==> config.mk <==
export PLATFORM = sky130hd
export DESIGN_NAME = store_align
export DESIGN_NICKNAME = d
export VERILOG_FILES = /design/src/hdl/lsu_pkg.sv /design/src/hdl/store_align.sv
export SDC_FILE = /design/constraint.sdc
export NUM_CORES = 1
export LEC_CHECK = 0
export BUFFER_PORTS_ARGS = -buffer_cell sky130_fd_sc_hd__buf_4
export CAP_MARGIN = 0
export CORE_MARGIN = 2
export CORE_UTILIZATION = 47
export CTS_BUF_LIST = sky130_fd_sc_hd__clkbuf_8
export DETAILED_ROUTE_END_ITERATION = 12
export GPL_TIMING_DRIVEN = 0
export PLACE_DENSITY = 0.82
export SLEW_MARGIN = 40
export SYNTH_ARGS = -nofsm -noshare
export SYNTH_HDL_FRONTEND = slang
export SYNTH_SLANG_ARGS = --single-unit
==> constraint.sdc <==
create_clock -name clk -period 1.2 [get_ports clk]
set_input_delay 0.12 -clock clk [delete_from_list [all_inputs] [get_ports clk]]
set_output_delay 0.12 -clock clk [all_outputs]
set_load 0.01 [all_outputs]
==> src/hdl/lsu_pkg.sv <==
// Shared widths, access size codes and request types for the data-memory path.
// 1 KiB of data memory, word organized, little-endian byte lanes.
// The size code 3 is not a legal access and is always treated as misaligned.
`default_nettype none

package lsu_pkg;

    localparam int ADDR_W  = 10;            // byte address, 1 KiB
    localparam int DATA_W  = 32;
    localparam int NBYTES  = DATA_W / 8;    // byte lanes per word
    localparam int WORD_AW = ADDR_W - 2;    // drop the byte offset
    localparam int DEPTH   = 1 << WORD_AW;  // 256 words

    // access size codes
    localparam logic [1:0] SZ_BYTE = 2'd0;
    localparam logic [1:0] SZ_HALF = 2'd1;
    localparam logic [1:0] SZ_WORD = 2'd2;

    // store request from the core, data right-justified
    typedef struct packed {
        logic [ADDR_W-1:0] addr;
        logic [1:0]        size;
        logic [DATA_W-1:0] data;
    } store_req_t;

    // load request, zext set for the unsigned forms (lbu/lhu)
    typedef struct packed {
        logic [ADDR_W-1:0] addr;
        logic [1:0]        size;
        logic              zext;
    } load_req_t;

    // word write into the RAM, data already sitting in its lanes
    typedef struct packed {
        logic [WORD_AW-1:0] word_addr;
        logic [NBYTES-1:0]  mask;       // one bit per byte lane
        logic [DATA_W-1:0]  data;
    } ram_wr_t;

    // read word, seen as byte lanes or as half lanes
    typedef union packed {
        logic [NBYTES-1:0][7:0]    bytes;   // bytes[0] at offset 0
        logic [NBYTES/2-1:0][15:0] halves;  // halves[0] at offset 0
    } rd_word_u;

    // natural alignment check, shared by the store and load sides
    function automatic logic is_aligned(input logic [1:0] size, input logic [1:0] lo);
        logic ok;
        case (size)
            SZ_BYTE: ok = 1'b1;             // any offset
            SZ_HALF: ok = ~lo[0];           // offset 0 or 2
            SZ_WORD: ok = (lo == 2'b00);
            default: ok = 1'b0;             // code 3 is never legal
        endcase
        return ok;
    endfunction

endpackage

`default_nettype wire

==> src/hdl/store_align.sv <==
// Turns a byte-addressed store into one registered, byte-masked word write.
// A store strobed at edge N is presented to the RAM after N and lands at N+1.
// Misaligned stores raise st_misalign_o for one cycle and write nothing.
// wr_o is only meaningful while wr_en_o is high.
`timescale 1ns/100ps
`default_nettype none

module store_align (
    input  logic                clk,
    input  logic                reset_i,
    input  logic                st_en_i,        // one-cycle store strobe
    input  lsu_pkg::store_req_t st_req_i,
    output logic                wr_en_o,
    output lsu_pkg::ram_wr_t    wr_o,
    output logic                st_misalign_o
);

    import lsu_pkg::*;

    logic    aligned;
    ram_wr_t wr_c;      // formatted write, before the register

    assign aligned = is_aligned(st_req_i.size, st_req_i.addr[1:0]);

    // mask from size and offset, data replicated so every lane carries it
    always_comb begin
        wr_c.word_addr = st_req_i.addr[ADDR_W-1:2];
        case (st_req_i.size)
            SZ_BYTE: begin
                wr_c.mask = 4'b0001 << st_req_i.addr[1:0];
                wr_c.data = {NBYTES{st_req_i.data[7:0]}};         // byte 0 into all lanes
            end
            SZ_HALF: begin
                wr_c.mask = st_req_i.addr[1] ? 4'b1100 : 4'b0011;
                wr_c.data = {(NBYTES/2){st_req_i.data[15:0]}};    // half 0 into both
            end
            SZ_WORD: begin
                wr_c.mask = 4'b1111;
                wr_c.data = st_req_i.data;
            end
            default: begin
                wr_c.mask = 4'b0000;        // illegal size, flagged below
                wr_c.data = st_req_i.data;
            end
        endcase
    end

    // control register
    always_ff @(posedge clk) begin
        if (reset_i) begin
            wr_en_o       <= 1'b0;
            st_misalign_o <= 1'b0;
        end else begin
            wr_en_o       <= st_en_i & aligned;
            st_misalign_o <= st_en_i & ~aligned;   // level for one cycle
        end
    end

    // payload register, loaded only on a strobe
    always_ff @(posedge clk) begin
        if (st_en_i) begin
            wr_o <= wr_c;
        end
    end

    // an enabled write always touches at least one lane
    a_wr_mask_nonzero: assert property (@(posedge clk) disable iff (reset_i)
        wr_en_o |-> (wr_o.mask != '0));

endmodule

`default_nettype wire

==> out/results.ini <==
[clocking]
htree_levels = 2
post-cts-setup-buffers = 0
cts_buffer_depth = 2
clock-root-buffer = clkbuf_8
numCtsBuffers = 5
clock_sinks = 46
tritoncts = built
clk_pin_slew_worst_paths_ns = 0.08

[drt]
drcViolationCount = 0
dr.first_iter.drc_count = 102
drtAntennaViolNets = 0
num_vias = 1316
post_drt_wl_per_cell_um = 16.9
wirelength_um = 4490
vias_per_cell = 4.97
dr.pass1.iters = 4

[cells_and_area]
area_delta_synth_final_pct = 48.5
post_route_cells_drive_above_1_share = 0.572
finalCoreUtilization = 0.722
num-nets-final = 261
antenna_cells = 0

[floorplan]
die_w_um = 68.1
die-height_um = 68.1
initial_core_util = 0.486
design.core.area_um2 = 3970
io_pins = 93
die-area_um2 = 4640
core.rowCount = 23

[yosys]
ys_ff_latch = 46
synth_common_cells = 44 x edfxtp_1, 16 x mux2_4, 10 x mux2i_1, 10 x o21ai_1, 8 x nand2_1
yosysSeqAreaShare = 0.705
synth_edf_count = 44
yosysMostFrequentCell = edfxtp_1
synthTopCellsByArea = edfxtp_1 68%, mux2_4 12%, mux2i_1 5.2%
syn_inst = 108
syn_area_per_cell_um2 = 17.9
netlist.area_leader.share = 0.684
synth-main-ff-cell = edfxtp_1
netlist_area_um2 = 1930
synth_nets = 155
async_reset_ff_frac = 0
synth_cell_type_count = 17
yosysWarnings = 0
yosys.area.top_type = edfxtp_1

[setup_path]
crit_path_cell_trace = buf_4
worst-path-buf-inv = 1
critical_path.slowest_cell = edfxtp_1
start_kind = register
worst-path-max-fanout = 1
path_delay_family = flip-flops
crit_start = wr_o[19]
critPathArrivalTime_ns = 0.84
crit_type = register to primary output
slowest_delay_ns = 0.39
worstPathRequired_ns = 1.08
crit_path_end_kind = primary output

[sta]
rsz0062_at_grt = false
tightest_slew_ns = 0.558
setup_violations = 0
maxSlewHeadroom = 0.628
fin_crit_sh = 0.803
fin_setup_tns_ns = 0
finalHoldViolations = 0
setup_slack_ns = 0.237
period_needed_ns = 0.963
timing.fmax_mhz = 1040
slew_violations = 0

[min_path]
hold_start = st_req_i[3]
hp-class = input port to register

[global_route]
grt_max_degree = 47
antenna_found_initial = 0
gr-total-overflow = 0
grt_pass1_vias = 1341
grt_pass1_wl_um = 6500
grt_usage = 0.200

[job]
maxCapViolCount = 0

[power_and_ir_drop]
power_density_nw_per_um2 = 1300
power.leakage_uw = 0.00126
ir_drop_uv = 856

[run_status]
status = complete, no violations

[placement]
gp_congestion = 0.710
port_buffers = 90
hpwl_um = 3260
dpl_worst_slack_ns = 0.128

[flip-flops by register name (all words and copies together) (netlist names)]
register / count
st_misalign_o: 1
wr_en_o: 1
wr_o: 44
[final timing paths]
kind | to | slack (ns) | depth (start not counted)
hold / removal | wr_o[3] | 0.03 | 1
setup / recovery | wr_o[19] | 0.24 | 1
[repair_timing]
action                    in CTS  in global routing
hold endpoints to repair       8                  2
hold buffers                   7                  2
gates resized for setup        0                  0
[layout make-up]
cell class / count / area, µm²
clock buffers: 5 / 68.8
multi-input cells: 55 / 507
well taps: 50 / 62.6
fillers: 268 / 1100
plain buffers: 6 / 58.8
repair buffers: 99 / 766
clock inverters: 3 / 40.0
inverters: 1 / 3.75
flip-flops and latches: 46 / 1360
[placed cells by master, fill, tap and decap left out]
| master | instances |
|---|---|
| a21oi_1 | 5 |
| buf_2 | 2 |
| buf_4 | 90 |
| buf_6 | 3 |
| buf_8 | 1 |
| bufinv_16 | 1 |
| clkbuf_8 | 5 |
| clkinv_2 | 2 |
| dfxtp_1 | 2 |
| dlygate4sd3_1 | 9 |
| edfxtp_1 | 44 |
| inv_1 | 1 |
| mux2_4 | 16 |
| mux2i_1 | 10 |
| nand2_1 | 8 |
| nand2b_1 | 1 |
| nor2_1 | 1 |
| nor2_8 | 1 |
| nor3_2 | 1 |
| nor3b_2 | 1 |
| nor4b_1 | 1 |
| o21ai_1 | 10 |
[where the power goes]
part,internal [µW],switching [µW],total [µW]
sequential,1920,38.3,1960
combinational,382,283,665
clock,613,496,1110
[logic make-up (layout without fill, tap and decap cells)]
group	after synthesis	count (layout)	synth area share
compound gates	15	15	0.0389
mux	26	26	0.176
buf+inv	7	114	0.0324
flops	46	46	0.705
simple gates	14	14	0.0473
[metal layers]
layer / global-route usage / routed length, µm / vias up
li1: - / - / 622
met1: 0.229 / 1570 / 616
met2: 0.353 / 2420 / 67
met3: 0.0559 / 408 / 11
met4: 0.0750 / 92 / 0
met5: 0 / 0 / -
[through the flow]
stage | hold slack [ns] | area (µm²) | total power (µW) | cells
floorplan | 0.190 | 1930 | 2240 | 108
global placement | 0.293 | 2670 | 2610 | 248
detailed placement | 0.303 | 2670 | 2640 | 248
CTS | 0.000176 | 2850 | 3750 | 263
global route | 0.0155 | 2870 | 3890 | 265
finish | 0.0258 | 2870 | 3730 | 265
Note: power is estimated with default switching activity, not from simulation.
