File: src/hdl/lsu_pkg.sv
// Shared widths, access size codes and request types for the data-memory path.
// 1 KiB of data memory, word organized, little-endian byte lanes.
// The size code 3 is not a legal access and is always treated as misaligned.
`default_nettype none

package lsu_pkg;

    localparam int ADDR_W  = 10;            // byte address, 1 KiB
    localparam int DATA_W  = 32;
    localparam int NBYTES  = DATA_W / 8;    // byte lanes per word
    localparam int WORD_AW = ADDR_W - 2;    // drop the byte offset
    localparam int DEPTH   = 1 << WORD_AW;  // 256 words

    // access size codes
    localparam logic [1:0] SZ_BYTE = 2'd0;
    localparam logic [1:0] SZ_HALF = 2'd1;
    localparam logic [1:0] SZ_WORD = 2'd2;

    // store request from the core, data right-justified
    typedef struct packed {
        logic [ADDR_W-1:0] addr;
        logic [1:0]        size;
        logic [DATA_W-1:0] data;
    } store_req_t;

    // load request, zext set for the unsigned forms (lbu/lhu)
    typedef struct packed {
        logic [ADDR_W-1:0] addr;
        logic [1:0]        size;
        logic              zext;
    } load_req_t;

    // word write into the RAM, data already sitting in its lanes
    typedef struct packed {
        logic [WORD_AW-1:0] word_addr;
        logic [NBYTES-1:0]  mask;       // one bit per byte lane
        logic [DATA_W-1:0]  data;
    } ram_wr_t;

    // read word, seen as byte lanes or as half lanes
    typedef union packed {
        logic [NBYTES-1:0][7:0]    bytes;   // bytes[0] at offset 0
        logic [NBYTES/2-1:0][15:0] halves;  // halves[0] at offset 0
    } rd_word_u;

    // natural alignment check, shared by the store and load sides
    function automatic logic is_aligned(input logic [1:0] size, input logic [1:0] lo);
        logic ok;
        case (size)
            SZ_BYTE: ok = 1'b1;             // any offset
            SZ_HALF: ok = ~lo[0];           // offset 0 or 2
            SZ_WORD: ok = (lo == 2'b00);
            default: ok = 1'b0;             // code 3 is never legal
        endcase
        return ok;
    endfunction

endpackage

`default_nettype wire

File: src/hdl/load_align.sv
// Load side of the data path: reads the addressed word from the RAM,
// picks the byte or half lane, extends it and registers the result.
// A load strobed at edge N gives ld_valid_o (or ld_misalign_o) after N,
// for exactly one cycle. ld_data_o holds its last value between loads.
// One load per cycle is accepted; there is no stall.
`timescale 1ns/100ps
`default_nettype none

module load_align (
    input  logic                        clk,
    input  logic                        reset_i,
    input  logic                        ld_en_i,    // one-cycle load strobe
    input  lsu_pkg::load_req_t          ld_req_i,
    output logic [lsu_pkg::WORD_AW-1:0] raddr_o,    // to RAM, word address
    input  logic [lsu_pkg::DATA_W-1:0]  rdata_i,    // from RAM, same cycle
    output logic                        ld_valid_o,
    output logic [lsu_pkg::DATA_W-1:0]  ld_data_o,
    output logic                        ld_misalign_o
);

    import lsu_pkg::*;

    rd_word_u          rd_w;       // read word, lane views
    logic [7:0]        byte_lane;
    logic [15:0]       half_lane;
    logic              sext;       // sign bit is propagated
    logic              aligned;
    logic [DATA_W-1:0] ext_data;   // extended result before the register

    assign raddr_o = ld_req_i.addr[ADDR_W-1:2];
    assign rd_w    = rdata_i;
    assign aligned = is_aligned(ld_req_i.size, ld_req_i.addr[1:0]);
    assign sext    = ~ld_req_i.zext;

    assign byte_lane = rd_w.bytes[ld_req_i.addr[1:0]];
    assign half_lane = rd_w.halves[ld_req_i.addr[1]];  // addr[0] is 0 when aligned

    always_comb begin
        case (ld_req_i.size)
            SZ_BYTE: ext_data = {{(DATA_W-8){byte_lane[7] & sext}}, byte_lane};
            SZ_HALF: ext_data = {{(DATA_W-16){half_lane[15] & sext}}, half_lane};
            default: ext_data = rd_w;   // word; size 3 never validates
        endcase
    end

    // strobes
    always_ff @(posedge clk) begin
        if (reset_i) begin
            ld_valid_o    <= 1'b0;
            ld_misalign_o <= 1'b0;
        end else begin
            ld_valid_o    <= ld_en_i & aligned;
            ld_misalign_o <= ld_en_i & ~aligned;   // instead of valid
        end
    end

    // result data, only updated by a good load
    always_ff @(posedge clk) begin
        if (ld_en_i && aligned) begin
            ld_data_o <= ext_data;
        end
    end

    // a load reports good data or a misalign, never both
    a_ld_excl: assert property (@(posedge clk) disable iff (reset_i)
        $onehot0({ld_valid_o, ld_misalign_o}));

endmodule

`default_nettype wire

File: config.mk
export PLATFORM = sky130hd
export DESIGN_NAME = load_align
export DESIGN_NICKNAME = d
export VERILOG_FILES = /design/src/hdl/lsu_pkg.sv /design/src/hdl/load_align.sv
export SDC_FILE = /design/constraint.sdc
export NUM_CORES = 1
export LEC_CHECK = 0
export BUFFER_PORTS_ARGS = -buffer_cell sky130_fd_sc_hd__buf_2
export CORE_ASPECT_RATIO = 0.6
export CORE_MARGIN = 2
export CORE_UTILIZATION = 41
export DETAILED_ROUTE_END_ITERATION = 8
export PLACE_DENSITY = 0.8
export SYNTH_ARGS = -nofsm -noshare
export SYNTH_HDL_FRONTEND = slang
export SYNTH_SLANG_ARGS = --single-unit
File: constraint.sdc
create_clock -name clk -period 3.28 [get_ports clk]
set_input_delay 0.328 -clock clk [delete_from_list [all_inputs] [get_ports clk]]
set_output_delay 0.328 -clock clk [all_outputs]
set_load 0.02 [all_outputs]
==> impl_metrics.env <==
export IMPL_outcome="completed"
export IMPL_route_vias_total=1700
export IMPL_multi_input_area_sq_um=818
export IMPL_clock_sinks=34
export IMPL_switching_power_mw=0.312
export IMPL_fillers=442
export IMPL_cts_reportedPaths_clkPinSlew_ns=0.08
export IMPL_io_pins=90
export IMPL_whs_endpoint="ld_valid_o$_SDFF_PP0_"
export IMPL_holdCritPathClass="input pin to register"
export IMPL_fin_crit_sh_pct=51.9
export IMPL_p_leak_nw=0.958
export IMPL_yosys_top_cells_area="edfxtp_1 48%, a2111oi_2 5.3%, nand2_1 4.7%"
export IMPL_critPathTopFamily="buffers and inverters"
export IMPL_ys_seq_area_share_pct=50.1
export IMPL_worstHoldPathCells=2
export IMPL_worst_setup_path_start_kind="input pin"
export IMPL_hold_viol=0
export IMPL_final_setup_tns_ns=0
export IMPL_htreeDepth=2
export IMPL_power_density_nw_per_um2=445
export IMPL_crit_type="input pin to register"
export IMPL_worst_pin_slew_ns=0.773
export IMPL_overflow=0
export IMPL_die_h_um=58.1
export IMPL_peakVddDrop_v=0.000187
export IMPL_fin_util_pct=51.3
export IMPL_drcViolationCount=0
export IMPL_hpwl_um=3940
export IMPL_drive_above_1_share_pct=43.7
export IMPL_cellInternalPower_mw=0.746
export IMPL_post_cts_buffers=0
export IMPL_synth_nets=230
export IMPL_grt_pass1_wl_um=8430
export IMPL_syn_area_sq_um=2000
export IMPL_post_route_min_period_ns=1.70
export IMPL_grt_max_degree=41
export IMPL_synth_top_cell_by_area="edfxtp_1"
export IMPL_coreArea_sq_um=4640
export IMPL_grt_pass1_vias=1618
export IMPL_slew_violations=0
export IMPL_yosys_warnings=0
export IMPL_rsz0062_at_grt="no"
export IMPL_max_clock_freq_mhz=587
export IMPL_cp_arrival_ns=1.79
export IMPL_die_area_sq_um=5460
export IMPL_clkPwrFrac_pct=27.5
export IMPL_cts_tree="done"
export IMPL_placed_cell_area_sq_um=2300
export IMPL_worst_path_max_delay_cell="buf_2"
export IMPL_layout_area_seq_sq_um=1000
export IMPL_final_cell_mix="73 x buf_2, 32 x edfxtp_1, 25 x nand2_1"
export IMPL_ys_ff_latch=34
export IMPL_final_setup_viol_count=0
export IMPL_power_frac_comb_pct=22.4
export IMPL_grt_usage_pct=20.4
export IMPL_cp_num_buf_inv=1
export IMPL_endpoint_kind="register"
export IMPL_synth_edf_count=32
export IMPL_ys_flop_type="edfxtp_1"
export IMPL_cts_max_path_buffers=2
export IMPL_initial_core_util_pct=43.1
export IMPL_drtPass1Iterations=5
export IMPL_syn_mean_instance_area_sq_um=11.0
export IMPL_layout_commonest_cell="buf_2"
export IMPL_final_area_sq_um=2380
export IMPL_port_buffers=73
export IMPL_routed_via_density=5.65
export IMPL_p_seq_share_pct=50.1
export IMPL_gp_congestion=0.948
export IMPL_crit_path_start="ld_req_i[2]"
export IMPL_synthCells=182
export IMPL_antenna_cells=0
export IMPL_async_flop_share_pct=0
export IMPL_first_iter_violations=180
export IMPL_routed_wl_um=5200
export IMPL_ant_nets=0
export IMPL_slowest_delay_ns=0.56
export IMPL_cts_resized=0
export IMPL_antenna_found_initial=0
export IMPL_crit_chain="buf_2 > nand2b_1 > a211oi_1 > a2111oi_2"
export IMPL_worstHoldStart="reset_i"
export IMPL_cts_hold_buffers=0
export IMPL_ys_types=36
export IMPL_rows=19
export IMPL_nets=286
export IMPL_relSlewSlack_pct=48.3
export IMPL_worst_ep_required_time_ns=3.37
export IMPL_swShare_pct=29.5
export IMPL_wire_per_inst_um=17.3
export IMPL_synthToLayoutAreaGrowth_pct=19.0
export IMPL_cp_max_fo=40
export IMPL_yosysTopAreaCellShare_pct=48.1
export IMPL_die_x_um=94.1
export IMPL_cts_buffers=5
export IMPL_clock_root_buffer="clkbuf_8"
export IMPL_drv_cap=0
==> per-stage QoR <==
| stage | setup slack (ns) | power, mW | instances | hold slack [ns] |
|---|---|---|---|---|
| 2_1_floorplan | 0.531 | 0.704 | 182 | 0.404 |
| 3_3_place_gp | 1.38 | 0.771 | 294 | 0.510 |
| 3_5_place_dp | 1.30 | 0.776 | 294 | 0.513 |
| 4_1_cts | 1.60 | 1.06 | 301 | 0.208 |
| 5_1_grt | 1.44 | 1.11 | 301 | 0.213 |
| 6_report | 1.58 | 1.06 | 301 | 0.217 |
==> cell families after synthesis <==
group                  after synthesis  share of synthesized area, %
AO/OA/AOI/OAI                       42                          16.7
buffers and inverters               32                          9.02
flip-flops                          34                          50.1
multiplexers                         4                          3.38
AND/OR/NAND/NOR                     70                          20.7
==> synthesized netlist by cell type (all sizes together), types with 2 or more instances <==
master / count
a211oi: 7
nor2b: 3
edfxtp: 32
buf: 19
a2111oi: 7
nand2: 26
mux2: 2
o21ai: 17
nor2: 10
a32oi: 7
clkbuf: 6
nand3: 7
inv: 7
nand2b: 2
dfxtp: 2
nor3: 10
and3b: 7
==> sequential cells by signal (all words and copies together), names as in the netlist <==
| name | cells |
|---|---|
| ld_valid_o | 1 |
| ld_misalign_o | 1 |
| ld_data_o | 32 |
==> power by group through the flow <==
| stage | logic (mW) | registers (mW) | clock network, mW |
|---|---|---|---|
| 3_3_place_gp | 0.231 | 0.539 | 0 |
| 2_1_floorplan | 0.116 | 0.588 | 0 |
| 5_1_grt | 0.257 | 0.533 | 0.315 |
| 6_report | 0.237 | 0.530 | 0.291 |
| 4_1_cts | 0.236 | 0.530 | 0.298 |
| 3_5_place_dp | 0.236 | 0.539 | 0 |
==> area by class of cell <==
class / instances / area share (%)
well taps: 63 / 3.32
repair buffers: 74 / 15.7
flip-flops and latches: 34 / 42.1
multi-input cells: 116 / 34.4
clock buffers: 5 / 2.90
clock inverters: 2 / 0.421
inverters: 7 / 1.11
==> how the worst max path moves through the flow <==
stage                     cells past startpoint                      to  slack (ns)
final                                         4  ld_data_o[6]$_DFFE_PP_        1.58
after global placement                        4  ld_data_o[5]$_DFFE_PP_        1.38
after CTS                                     4  ld_data_o[6]$_DFFE_PP_        1.60
after floorplan                               5  ld_data_o[0]$_DFFE_PP_        0.53
after detailed placement                      4  ld_data_o[6]$_DFFE_PP_        1.30
after global routing                          4  ld_data_o[6]$_DFFE_PP_        1.44
==> routing by layer <==
metal,vias up,wire length [um],global-route usage (%)
met2,104,2180,27.9
met5,-,0,0
met1,806,2370,31.1
met3,13,580,5.72
met4,0,71,6.63
li1,777,-,-
No activity file was read; power rests on OpenSTA's default activity.
